File: config.mk
export PLATFORM = sky130hd
export DESIGN_NAME = sys_mapper
export DESIGN_NICKNAME = d
export VERILOG_FILES = /design/src/verilog/mapper_pkg.sv /design/src/verilog/bus_pkg.sv /design/src/verilog/sys_mapper.sv /design/src/verilog/irq_ctrl.sv /design/src/verilog/dtack_gen.sv /design/src/verilog/region_decode.sv /design/src/verilog/mapper_regs.sv /design/src/verilog/reg_arbiter.sv
export SDC_FILE = /design/constraint.sdc
export NUM_CORES = 1
export LEC_CHECK = 0
export BUFFER_PORTS_ARGS = -buffer_cell sky130_fd_sc_hd__buf_4
export CAP_MARGIN = 10
export CORE_ASPECT_RATIO = 0.8
export CORE_UTILIZATION = 65
export CTS_BUF_LIST = sky130_fd_sc_hd__clkbuf_2
export DETAILED_ROUTE_END_ITERATION = 8
export GPL_ROUTABILITY_DRIVEN = 0
export PLACE_DENSITY = 0.88
export SLEW_MARGIN = 10
export SYNTH_ARGS = -nofsm -noshare
export SYNTH_HDL_FRONTEND = slang
export SYNTH_SLANG_ARGS = --single-unit
File: constraint.sdc
create_clock -name clk -period 8.7 [get_ports clk]
set_clock_uncertainty 0.2 [all_clocks]
set_input_delay 1.74 -clock clk [delete_from_list [all_inputs] [get_ports clk]]
set_output_delay 1.74 -clock clk [all_outputs]
set_load 0.02 [all_outputs]
File: src/verilog/mapper_pkg.sv
// region register layout of the mapper; eight regions and a 32-byte map are fixed by the device
`default_nettype none

package mapper_pkg;

    // register file layout
    // index 3 is the sound latch shared with the sound CPU
    localparam logic [4:0] SND_LATCH_IDX = 5'd3;
    // region r uses two bytes starting at 16
    //   16 + 2r     control byte
    //   16 + 2r + 1 base byte (address bits 23:16)
    localparam logic [4:0] REGION_REG_BASE = 5'd16;

    // size codes, compared bits counted from address bit 23
    localparam logic [1:0] SIZE_64K   = 2'd0;
    localparam logic [1:0] SIZE_128K  = 2'd1;
    localparam logic [1:0] SIZE_512K  = 2'd2;
    localparam logic [1:0] SIZE_2048K = 2'd3;

    // wait code 3 hands the acknowledge to the external pin
    localparam logic [1:0] WAIT_EXT = 2'd3;

    // control byte, written and read back as raw, decoded as fields
    typedef union packed {
        logic [7:0] raw;
        struct packed {
            logic [3:0] reserved;
            // 0..2 give 1..3 clocks, 3 uses ext_dackn
            logic [1:0] wait_code;
            logic [1:0] size_code;
        } fields;
    } region_ctrl_u;

    // all eight regions as seen by the decoder
    typedef struct packed {
        logic [7:0][7:0]   base;
        region_ctrl_u [7:0] ctrl;
    } region_map_t;

endpackage

`default_nettype wire

File: src/verilog/bus_pkg.sv
// 68000 bus and register write types; addr is a word address, all strobes are active low
`default_nettype none

package bus_pkg;

    // function code seen on an interrupt acknowledge cycle
    localparam logic [2:0] FC_INT_ACK = 3'b111;

    // one CPU bus cycle as sampled at the pins
    typedef struct packed {
        // word address, bit 0 is implied by the data strobes
        logic [23:1] addr;
        // write data from the CPU
        logic [15:0] dout;
        // data strobes, bit 1 upper byte, bit 0 lower byte
        logic [1:0]  dsn;
        // write strobes per byte lane
        logic [1:0]  dswn;
        // function code
        logic [2:0]  fc;
        // address strobe
        logic        asn;
    } cpu_bus_t;

    // single byte write into the mapper register file
    typedef struct packed {
        logic       en;
        // register index 0 to 31
        logic [4:0] idx;
        logic [7:0] data;
    } reg_wr_t;

endpackage

`default_nettype wire
File: src/verilog/sys_mapper.sv
// mapper top; no bus grant, halt, reset or error outputs, and one state step per clk
`timescale 1ns/1ps
`default_nettype none

module sys_mapper (
    input  logic        clk,
    input  logic        rst,
    input  logic [23:1] addr,
    input  logic [15:0] cpu_dout,
    input  logic [1:0]  dsn,
    input  logic [1:0]  dswn,
    input  logic [2:0]  fc,
    input  logic        asn,
    input  logic        ext_dackn,
    input  logic        vint,
    input  logic        snd_rd,
    input  logic        mcu_wr,
    input  logic [4:0]  mcu_addr,
    input  logic [7:0]  mcu_data,
    input  logic [3:0]  st_addr,
    output logic [7:0]  active,
    output logic        dtack_n,
    output logic [2:0]  ipl_n,
    output logic        vpa_n,
    output logic [7:0]  snd_dout,
    output logic        snd_obf,
    output logic [1:0]  mcu_intn,
    output logic [7:0]  st_dout
);

    import bus_pkg::*;
    import mapper_pkg::*;

    // CPU pins gathered into one cycle
    cpu_bus_t    cpu;
    // granted register write
    reg_wr_t     wr;
    region_map_t map;
    logic [1:0]  wait_code;
    logic        irq_n;

    assign cpu = '{addr: addr, dout: cpu_dout, dsn: dsn, dswn: dswn, fc: fc, asn: asn};

    // MCU only sees the vertical blank line
    assign mcu_intn = {1'b1, irq_n};

    reg_arbiter u_arbiter (
        .clk          (clk),
        .rst          (rst),
        .cpu          (cpu),
        .cpu_unmapped (active == 8'h00),
        .mcu_wr       (mcu_wr),
        .mcu_addr     (mcu_addr),
        .mcu_data     (mcu_data),
        .wr           (wr)
    );

    mapper_regs u_regs (
        .clk      (clk),
        .rst      (rst),
        .wr       (wr),
        .snd_rd   (snd_rd),
        .st_addr  (st_addr),
        .map      (map),
        .snd_dout (snd_dout),
        .snd_obf  (snd_obf),
        .st_dout  (st_dout)
    );

    region_decode u_decode (
        .cpu       (cpu),
        .map       (map),
        .active    (active),
        .wait_code (wait_code)
    );

    dtack_gen u_dtack (
        .clk       (clk),
        .rst       (rst),
        .cpu       (cpu),
        .wait_code (wait_code),
        .ext_dackn (ext_dackn),
        .dtack_n   (dtack_n)
    );

    irq_ctrl u_irq (
        .clk   (clk),
        .rst   (rst),
        .cpu   (cpu),
        .vint  (vint),
        .ipl_n (ipl_n),
        .vpa_n (vpa_n),
        .irq_n (irq_n)
    );

endmodule

`default_nettype wire

File: src/verilog/irq_ctrl.sv
// level 4 only; vint is assumed synchronous to clk, and acknowledge beats a new edge
`timescale 1ns/1ps
`default_nettype none

module irq_ctrl (
    input  logic              clk,
    input  logic              rst,
    input  bus_pkg::cpu_bus_t cpu,
    input  logic              vint,
    output logic [2:0]        ipl_n,
    output logic              vpa_n,
    output logic              irq_n
);

    import bus_pkg::*;

    // vint one clock late, for edge detect
    logic vint_d;
    // interrupt acknowledge cycle in progress
    logic inta;

    assign inta = (cpu.fc == FC_INT_ACK) & ~cpu.asn;

    always_ff @(posedge clk or posedge rst) begin
        if (rst) begin
            vint_d <= 1'b0;
            irq_n  <= 1'b1;
        end else begin
            vint_d <= vint;
            if (inta) begin
                irq_n <= 1'b1;
            end else if (vint && !vint_d) begin
                irq_n <= 1'b0;
            end
        end
    end

    // autovector during the acknowledge
    assign vpa_n = ~inta;
    // pending request shows as level 4 (011)
    assign ipl_n = {irq_n, 2'b11};

endmodule

`default_nettype wire

File: src/verilog/dtack_gen.sv
// one wait step per clk; wait code 3 waits on ext_dackn with no timeout, dtack_n rises with asn
`timescale 1ns/1ps
`default_nettype none

module dtack_gen (
    input  logic              clk,
    input  logic              rst,
    input  bus_pkg::cpu_bus_t cpu,
    input  logic [1:0]        wait_code,
    input  logic              ext_dackn,
    output logic              dtack_n
);

    import mapper_pkg::*;

    // address strobe with at least one data strobe
    logic       bus_active;
    // edges seen in this cycle, saturates at 3
    logic [1:0] cnt;
    // acknowledge reached, held until asn rises
    logic       ack;

    assign bus_active = ~cpu.asn & ~(&cpu.dsn);

    always_ff @(posedge clk or posedge rst) begin
        if (rst) begin
            cnt <= 2'd0;
            ack <= 1'b0;
        end else if (cpu.asn) begin
            cnt <= 2'd0;
            ack <= 1'b0;
        end else if (bus_active) begin
            if (cnt != 2'd3) begin
                cnt <= cnt + 2'd1;
            end
            if (!ack) begin
                // cnt holds the edges before this one
                // so code n fires on edge n+1
                if (wait_code == WAIT_EXT) begin
                    ack <= ~ext_dackn;
                end else begin
                    ack <= cnt == wait_code;
                end
            end
        end
    end

    // end of cycle releases the acknowledge at once
    assign dtack_n = cpu.asn | ~ack;

endmodule

`default_nettype wire

File: src/verilog/region_decode.sv
// purely combinational; lowest region wins and nothing matches during an interrupt acknowledge
`timescale 1ns/1ps
`default_nettype none

module region_decode (
    input  bus_pkg::cpu_bus_t       cpu,
    input  mapper_pkg::region_map_t map,
    output logic [7:0]              active,
    output logic [1:0]              wait_code
);

    import bus_pkg::*;
    import mapper_pkg::*;

    // raw match per region before priority
    logic [7:0] hit;
    // set once a lower region has claimed the address
    logic       found;

    // compare top address bits with the base byte
    // fewer bits count as the region grows
    always_comb begin
        for (int r = 0; r < 8; r++) begin
            case (map.ctrl[r].fields.size_code)
                SIZE_64K:   hit[r] = cpu.addr[23:16] == map.base[r];
                SIZE_128K:  hit[r] = cpu.addr[23:17] == map.base[r][7:1];
                SIZE_512K:  hit[r] = cpu.addr[23:19] == map.base[r][7:3];
                SIZE_2048K: hit[r] = cpu.addr[23:21] == map.base[r][7:5];
                default:    hit[r] = 1'b0;
            endcase
        end
    end

    // priority pick, region 0 first
    always_comb begin
        active    = 8'h00;
        wait_code = 2'd0;
        found     = 1'b0;
        for (int r = 0; r < 8; r++) begin
            if (!found && hit[r]) begin
                active[r] = 1'b1;
                wait_code = map.ctrl[r].fields.wait_code;
                found     = 1'b1;
            end
        end
        // acknowledge cycle carries the level, not an address
        if (cpu.fc == FC_INT_ACK) begin
            active    = 8'h00;
            wait_code = 2'd0;
        end
    end

endmodule

`default_nettype wire

File: src/verilog/mapper_regs.sv
// 32 byte registers cleared by reset; st_dout lags st_addr by one clock, snd_rd beats a latch write
`timescale 1ns/1ps
`default_nettype none

module mapper_regs (
    input  logic                    clk,
    input  logic                    rst,
    input  bus_pkg::reg_wr_t        wr,
    input  logic                    snd_rd,
    input  logic [3:0]              st_addr,
    output mapper_pkg::region_map_t map,
    output logic [7:0]              snd_dout,
    output logic                    snd_obf,
    output logic [7:0]              st_dout
);

    import mapper_pkg::*;

    logic [7:0] regs [32];
    // bit 3 of st_addr picks control (1) or base (0)
    logic [4:0] st_idx;

    always_ff @(posedge clk or posedge rst) begin
        if (rst) begin
            for (int i = 0; i < 32; i++) begin
                regs[i] <= 8'h00;
            end
        end else if (wr.en) begin
            regs[wr.idx] <= wr.data;
        end
    end

    // latch full flag
    // read clears it and takes priority over a new write
    always_ff @(posedge clk or posedge rst) begin
        if (rst) begin
            snd_obf <= 1'b0;
        end else if (snd_rd) begin
            snd_obf <= 1'b0;
        end else if (wr.en && wr.idx == SND_LATCH_IDX) begin
            snd_obf <= 1'b1;
        end
    end

    assign snd_dout = regs[SND_LATCH_IDX];

    // region registers as seen by the decoder
    always_comb begin
        for (int r = 0; r < 8; r++) begin
            map.ctrl[r].raw = regs[REGION_REG_BASE + 5'(2 * r)];
            map.base[r]     = regs[REGION_REG_BASE + 5'(2 * r) + 5'd1];
        end
    end

    // flip of st_addr[3] since base sits on the odd index
    assign st_idx = REGION_REG_BASE + {1'b0, st_addr[2:0], ~st_addr[3]};

    // status port one clock behind st_addr
    always_ff @(posedge clk or posedge rst) begin
        if (rst) begin
            st_dout <= 8'h00;
        end else begin
            st_dout <= regs[st_idx];
        end
    end

endmodule

`default_nettype wire

File: src/verilog/reg_arbiter.sv
// CPU writes go only to unmapped space on the lower byte; the MCU keeps the registers until reset
`timescale 1ns/1ps
`default_nettype none

module reg_arbiter (
    input  logic                clk,
    input  logic                rst,
    input  bus_pkg::cpu_bus_t   cpu,
    input  logic                cpu_unmapped,
    input  logic                mcu_wr,
    input  logic [4:0]          mcu_addr,
    input  logic [7:0]          mcu_data,
    output bus_pkg::reg_wr_t    wr
);

    // set by the first MCU write, sticky
    logic mcu_own;
    // CPU request before arbitration
    logic cpu_req;

    // lower byte write while no region claims the address
    assign cpu_req = ~cpu.asn & ~cpu.dswn[0] & cpu_unmapped;

    always_ff @(posedge clk or posedge rst) begin
        if (rst) begin
            mcu_own <= 1'b0;
        end else if (mcu_wr) begin
            mcu_own <= 1'b1;
        end
    end

    // MCU always wins
    // CPU passes only while it still owns the file and the MCU is idle
    always_comb begin
        if (mcu_wr) begin
            wr.en   = 1'b1;
            wr.idx  = mcu_addr;
            wr.data = mcu_data;
        end else begin
            wr.en   = cpu_req & ~mcu_own;
            // word address bits 5:1 pick the register
            wr.idx  = cpu.addr[5:1];
            wr.data = cpu.dout[7:0];
        end
    end

endmodule

`default_nettype wire

---- Yosys cells after proc, flatten, opt, wreduce, memory -nomap -nowiden ----
Cells that the tools add are included.
word-level totals
  flip-flop bits (word level) ............. 271
  bits in latches ......................... 0
  bits in writable memories ............... 0
  memory bits (read-only) ................. 0
  input bits .............................. 70
  output and inout bits ................... 32
  word-level logic and storage cells ...... 204
  memories ................................ 0
cells by class
  $add $sub $neg .......................... 2
  multipliers ............................. 0
  div/mod/pow operators ................... 0
  order comparisons ....................... 3
  equality and inequality tests ........... 61
  shift operators ......................... 0
  multiplexer cells ....................... 50
  bitwise logic cells ..................... 16
  reduce and logical (&&, ||, !) cells .... 33
operator list
  operator                                                   number
  bitwise mux 256 bit                                        1
  == test 8 bit                                              8
  == test 7 bit                                              8
  binary-select mux 8 bit (select 5 bit)                     1
  demux 8 bit (select 5 bit)                                 1
  == test 5 bit                                              8
  == test 2 bit (second input constant)                      17
  2-to-1 mux 8 bit                                           4
  one-hot mux 1 bit (4 select lines)                         8
  == test 3 bit                                              8
  2-to-1 mux 2 bit                                           12
  2-to-1 mux 1 bit                                           22
  == test 2 x 1 -> 1 bit (second input constant)             8
  zero test 2 bit                                            8
  2-to-1 mux 14 bit                                          1
  greater-or-equal comparator 6 bit (second input constant)  2
  inverter 5 -> 6 bit                                        2
  logical AND 1 bit                                          10
  zero test 1 bit                                            8
  zero test 8 bit                                            1
  inverter 1 bit                                             8
  nonzero test 2 bit                                         4
  < comparator 6 x 1 -> 1 bit (second input constant)        1
  adder 5 x 4 -> 5 bit (first input constant)                1
  8 further kinds                                            13

---- Logic depth before layout (Yosys ltp) ----
  depth in word-level cells ............... 35
  depth in mapped cells ................... 12
  gate-level depth less buffers ........... 9

---- Cells and area by module ----
Synthesis repeated with hierarchy kept, for this count alone.
unflattened totals
  cell total of the unflattened synthesis .. 604
  area total of the unflattened synthesis .. 8205.4 µm²
by module, submodules not included
  module         instances  cells an instance  area an instance (µm²)
  mapper_regs    1          396                6362.4
  region_decode  1          151                1243.7
  reg_arbiter    1          20                 257.7
  dtack_gen      1          20                 180.2
  irq_ctrl       1          11                 123.9
  sys_mapper     1          6                  37.5

---- Worst setup path after synthesis ----
Ideal clock, no wire load.
  path kind ............................... input port to output port
  start point ............................. input addr[16] in the netlist's numbering
  end point ............................... output active[6]
  arrival ................................. 3504 ps
  data required time ...................... 6760 ps
  setup slack ............................. 3256 ps
  stages on the path ...................... 8
  path buffers ............................ 2
  cells stage by stage .................... buf_4 -> xnor2_1 -> o211a_1 -> o211ai_4 -> nand3b_2 -> buf_4 -> or2_1 -> nor3_1
on the way
  cells in the longest elaborated chain, start to end .. 22
  elaborated cells on any way between the ends .. 34
RTL lines
  item                                line                 RTL
  start, declared                     sys_mapper.sv:8      input logic [23:1] addr,
  == test 8 bit                       region_decode.sv:25  SIZE_64K: hit[r] = cpu.addr[23:16] == map.base[r];
  one-hot mux 1 bit (4 select lines)  region_decode.sv:24  case (map.ctrl[r].fields.size_code)
  2-to-1 mux 1 bit                    region_decode.sv:40  if (!found && hit[r]) begin
  zero test 1 bit                     region_decode.sv:40
  logical AND 1 bit                   region_decode.sv:40
  2-to-1 mux 1 bit                    region_decode.sv:40
  zero test 1 bit                     region_decode.sv:40
  logical AND 1 bit                   region_decode.sv:40
  [6 not listed]                      --
  2-to-1 mux 1 bit                    region_decode.sv:40
  zero test 1 bit                     region_decode.sv:40
  logical AND 1 bit                   region_decode.sv:40
  2-to-1 mux 1 bit                    region_decode.sv:40
  zero test 1 bit                     region_decode.sv:40
  logical AND 1 bit *                 region_decode.sv:40
  2-to-1 mux 1 bit *                  region_decode.sv:40
  2-to-1 mux 8 bit *                  region_decode.sv:47  if (cpu.fc == FC_INT_ACK) begin
  end, declared                       sys_mapper.sv:21     output logic [7:0] active,
Mark *: on every way between the ends. The rest lies on a longest branch, timed or not.

---- Worst setup path after layout ----
  start point ............................. input addr[20] in the netlist's numbering
  end point ............................... output active[7]
on the way
  cells in the longest elaborated chain, start to end .. 25
  elaborated cells on any way between the ends .. 55
RTL lines
  item                                         line
  == test 8 bit, or another cell as far along  region_decode.sv:25
  one-hot mux 1 bit (4 select lines)           region_decode.sv:24
  2-to-1 mux 1 bit                             region_decode.sv:40
  zero test 1 bit                              region_decode.sv:40
  logical AND 1 bit                            region_decode.sv:40
  2-to-1 mux 1 bit                             region_decode.sv:40
  zero test 1 bit                              region_decode.sv:40
  logical AND 1 bit                            region_decode.sv:40
  [9 not listed]                               --
  2-to-1 mux 1 bit                             region_decode.sv:40
  zero test 1 bit                              region_decode.sv:40
  logical AND 1 bit                            region_decode.sv:40
  2-to-1 mux 1 bit                             region_decode.sv:40
  zero test 1 bit                              region_decode.sv:40
  logical AND 1 bit *                          region_decode.sv:40
  2-to-1 mux 1 bit *                           region_decode.sv:40
  2-to-1 mux 8 bit *                           region_decode.sv:47
Marks and branches as above.

==> impl_metrics.yaml <==
sta:
  max_freq_mhz: 172
  whs_ps: 306
  tightest_slew_ps: 823
  fin_crit_ps: 5810
  hold_violations: 0
  finalSetupTns_ps: 0
  drv_slew: 0
  slew_headroom: 0.451
  period_share: 0.668
  final-setup-viol-count: 0
  rsz0062_at_grt: "no"
setup_path:
  rr_endpoint: "u_regs.map[62]$_DFFE_PP0P_"
  critPathRequiredTime_ps: 6760
  r2r_start: "u_regs.map[76]$_DFFE_PP0P_"
  regToRegSetupSlack_ps: 5030
  start_kind: "primary input"
  worstPathMaxFanout: 13
  end_kind: "output port"
  reg2reg_depth: 9
  critPathArrivalTime_ps: 3870
  critical_path_class: "primary input to output port"
yosys:
  netlist_instances: 613
  synth_fa_ha_area_frac: 0.00152
  synth_compound_area_frac: 0.0574
  ys.flop_type: "dfrtp_1"
  synth_top_family_by_area: "multiplexers"
  syn_area_um2: 8260
  yosys_warnings: 0
  synth-seq-area-share: 0.458
  async_flop_share: 1.00
  synthSimpleGateAreaFrac: 0.0617
  avgSynthCellArea_um2: 13.5
  synth_edf_count: 0
  ys_ff_latch: 151
  ys_types: 62
  synth-xor-area-share: 0.0698
  synthMuxAreaShare: 0.315
job:
  maxCapViolCount: 0
power:
  power_frac_comb: 0.292
  power_mw: 2.04
  power.density_nw_per_um2: 223
  swShare: 0.316
  internal_power_mw: 1.39
  clkPwrFrac: 0.212
  power_frac_seq: 0.496
  netSwitchingPower_mw: 0.643
  p_leak_nw: 4.20
  ir_drop_uv: 96.4
finish:
  layout_commonest_cell: "dfrtp_1"
  most-common-layout-cells: "dfrtp_1, mux2_2, buf_4"
  fin_nets: 745
  num_antenna_cells: 0
  area_growth_pct: 10.5
  utilization: 0.742
  drive_above_1_share: 0.480
clock_tree:
  cts-root-buf: "clkbuf_2"
  cts.htree.levels: 4
  worst_skew_pair.late_latency_ps: 750
  clkSinkCount: 151
  cts_resized: 0
  clk_pin_slew_ps: 200
  cts_made_buffers: 17
  ctsHoldBuffers: 0
  postCtsSetupRepairBufs: 0
  cts_tree: "done"
  clock_path_buffers: 2
detailed_routing:
  drt_iter0_drc: 534
  firstDrtPassIters: 5
  wl_um: 19700
  ant_nets: 0
  detail_route.wl_per_cell_um: 23.0
  avgViaCountPerCell: 6.42
  vias: 5511
  drc_errors: 0
hold_path:
  hold_depth: 2
  holdPathEnd: "u_irq.irq_n$_DFFE_PP1P_"
  min_from: "u_irq.irq_n$_DFFE_PP1P_"
  hold_class: "flop to flop"
placed_design:
  hpwl_um: 13600
  io_buffers: 79
global_route:
  track_usage: 0.327
  antenna_found_initial: 0
  grt_overflow: 0
  grt_pass1_vias: 5438
  grt_max_degree: 95
  grt_pass1_wl_um: 30600
floorplanning:
  die_x_um: 128
  fp-row-count: 36
  io_pins: 102
  die_area_um2: 13200
  dieHeight_um: 103
  start_util: 0.672
  fp.coreArea_um2: 12300
outcome:
  status: "finished clean"
metrics by stage:
stage / instance area, um2 / worst slack, ps / std cells
6_report: 9130 / 2890 / 858
4_1_cts: 9130 / 2990 / 858
3_3_place_gp: 8870 / 3130 / 826
3_5_place_dp: 8870 / 3000 / 826
5_1_grt: 9130 / 2850 / 858
2_1_floorplan: 8270 / 2700 / 615
registers in the layout (all words and copies together), names as in the netlist:
register,cells
u_arbiter.mcu_own,1
u_dtack.ack,1
u_dtack.cnt,2
u_irq.irq_n,1
u_irq.vint_d,1
u_regs.map,128
u_regs.snd_dout,8
u_regs.snd_obf,1
u_regs.st_dout,8
kinds of logic (layout without fill, tap and decap cells):
kind of cell | after synthesis | after routing
AOI/OAI and AO/OA | 53 | 53
xor gates and xnor gates | 65 | 65
adders and majority gates | 1 | 1
buffers and inverters | 62 | 134
DFF | 151 | 151
muxes | 189 | 189
other | 1 | 3
and+or+nand+nor | 91 | 91
routing by layer:
layer	track usage	wire, um
met2	0.495	8780
met1	0.458	8430
met4	0.138	618
met3	0.0804	1910
met5	0	0
critical path, cell delays in order:
cell and delay [ps]:
buf_4 170, xnor2_1 270, a41oi_1 180, a211oi_1 660
nand3b_2 400, or2_1 200, nor3_1 70, buf_4 170
power groups by stage:
stage | clock network [mW] | logic (mW) | registers, mW
finish | 0.432 | 0.594 | 1.01
global placement | 0 | 0.570 | 1.01
global route | 0.463 | 0.637 | 1.03
detailed placement | 0 | 0.591 | 1.02
floorplan | 0 | 0.426 | 1.01
CTS | 0.435 | 0.593 | 1.01
how the worst max path moves through the flow:
stage	from	to	slack (ps)	cells past startpoint
2_1_floorplan	rst	u_arbiter.mcu_own$_DFFE_PP0P_	2700	1
3_3_place_gp	addr[20]	active[7]	3130	8
3_5_place_dp	addr[20]	active[7]	3000	8
4_1_cts	addr[20]	active[7]	2990	8
5_1_grt	addr[20]	active[7]	2850	8
6_report	addr[20]	active[7]	2890	8
cells in the mapped netlist (3+ instances only):
| library cell | n | area [um2] |
|---|---|---|
| dfrtp_1 | 150 | 3750 |
| mux2_2 | 138 | 1550 |
| mux4_2 | 40 | 901 |
| xnor2_1 | 37 | 324 |
| xor2_1 | 27 | 236 |
| inv_1 | 22 | 82.6 |
| clkbuf_1 | 18 | 67.6 |
| nor3_1 | 16 | 80.1 |
| nand2_1 | 13 | 48.8 |
| nor2_1 | 13 | 48.8 |
| nor2_2 | 12 | 75.1 |
| buf_4 | 10 | 75.1 |
| mux2_4 | 8 | 120 |
| o21ai_0 | 8 | 40.0 |
| buf_1 | 6 | 22.5 |
| nand3_1 | 6 | 30.0 |
| nand2b_1 | 5 | 31.3 |
| o211a_1 | 5 | 50.1 |
| a211oi_1 | 4 | 30.0 |
| a21oi_1 | 4 | 20.0 |
| a41o_1 | 4 | 40.0 |
| and3_1 | 4 | 25.0 |
| nand2_2 | 4 | 25.0 |
| o211ai_1 | 4 | 30.0 |
| o211ai_2 | 4 | 50.1 |
| buf_2 | 3 | 15.0 |
| buf_6 | 3 | 33.8 |
| mux2i_1 | 3 | 30.0 |
| or2_2 | 3 | 18.8 |
cell type report:
class | count | area [um2]
Inverter | 22 | 87.6
Timing Repair Buffer | 80 | 601
Fill cell | 788 | 3170
Tap cell | 171 | 214
Clock inverter | 12 | 158
Sequential cell | 151 | 3780
Clock buffer | 20 | 100
Multi-Input combinational cell | 402 | 4190
(Power assumes the default switching activity.)
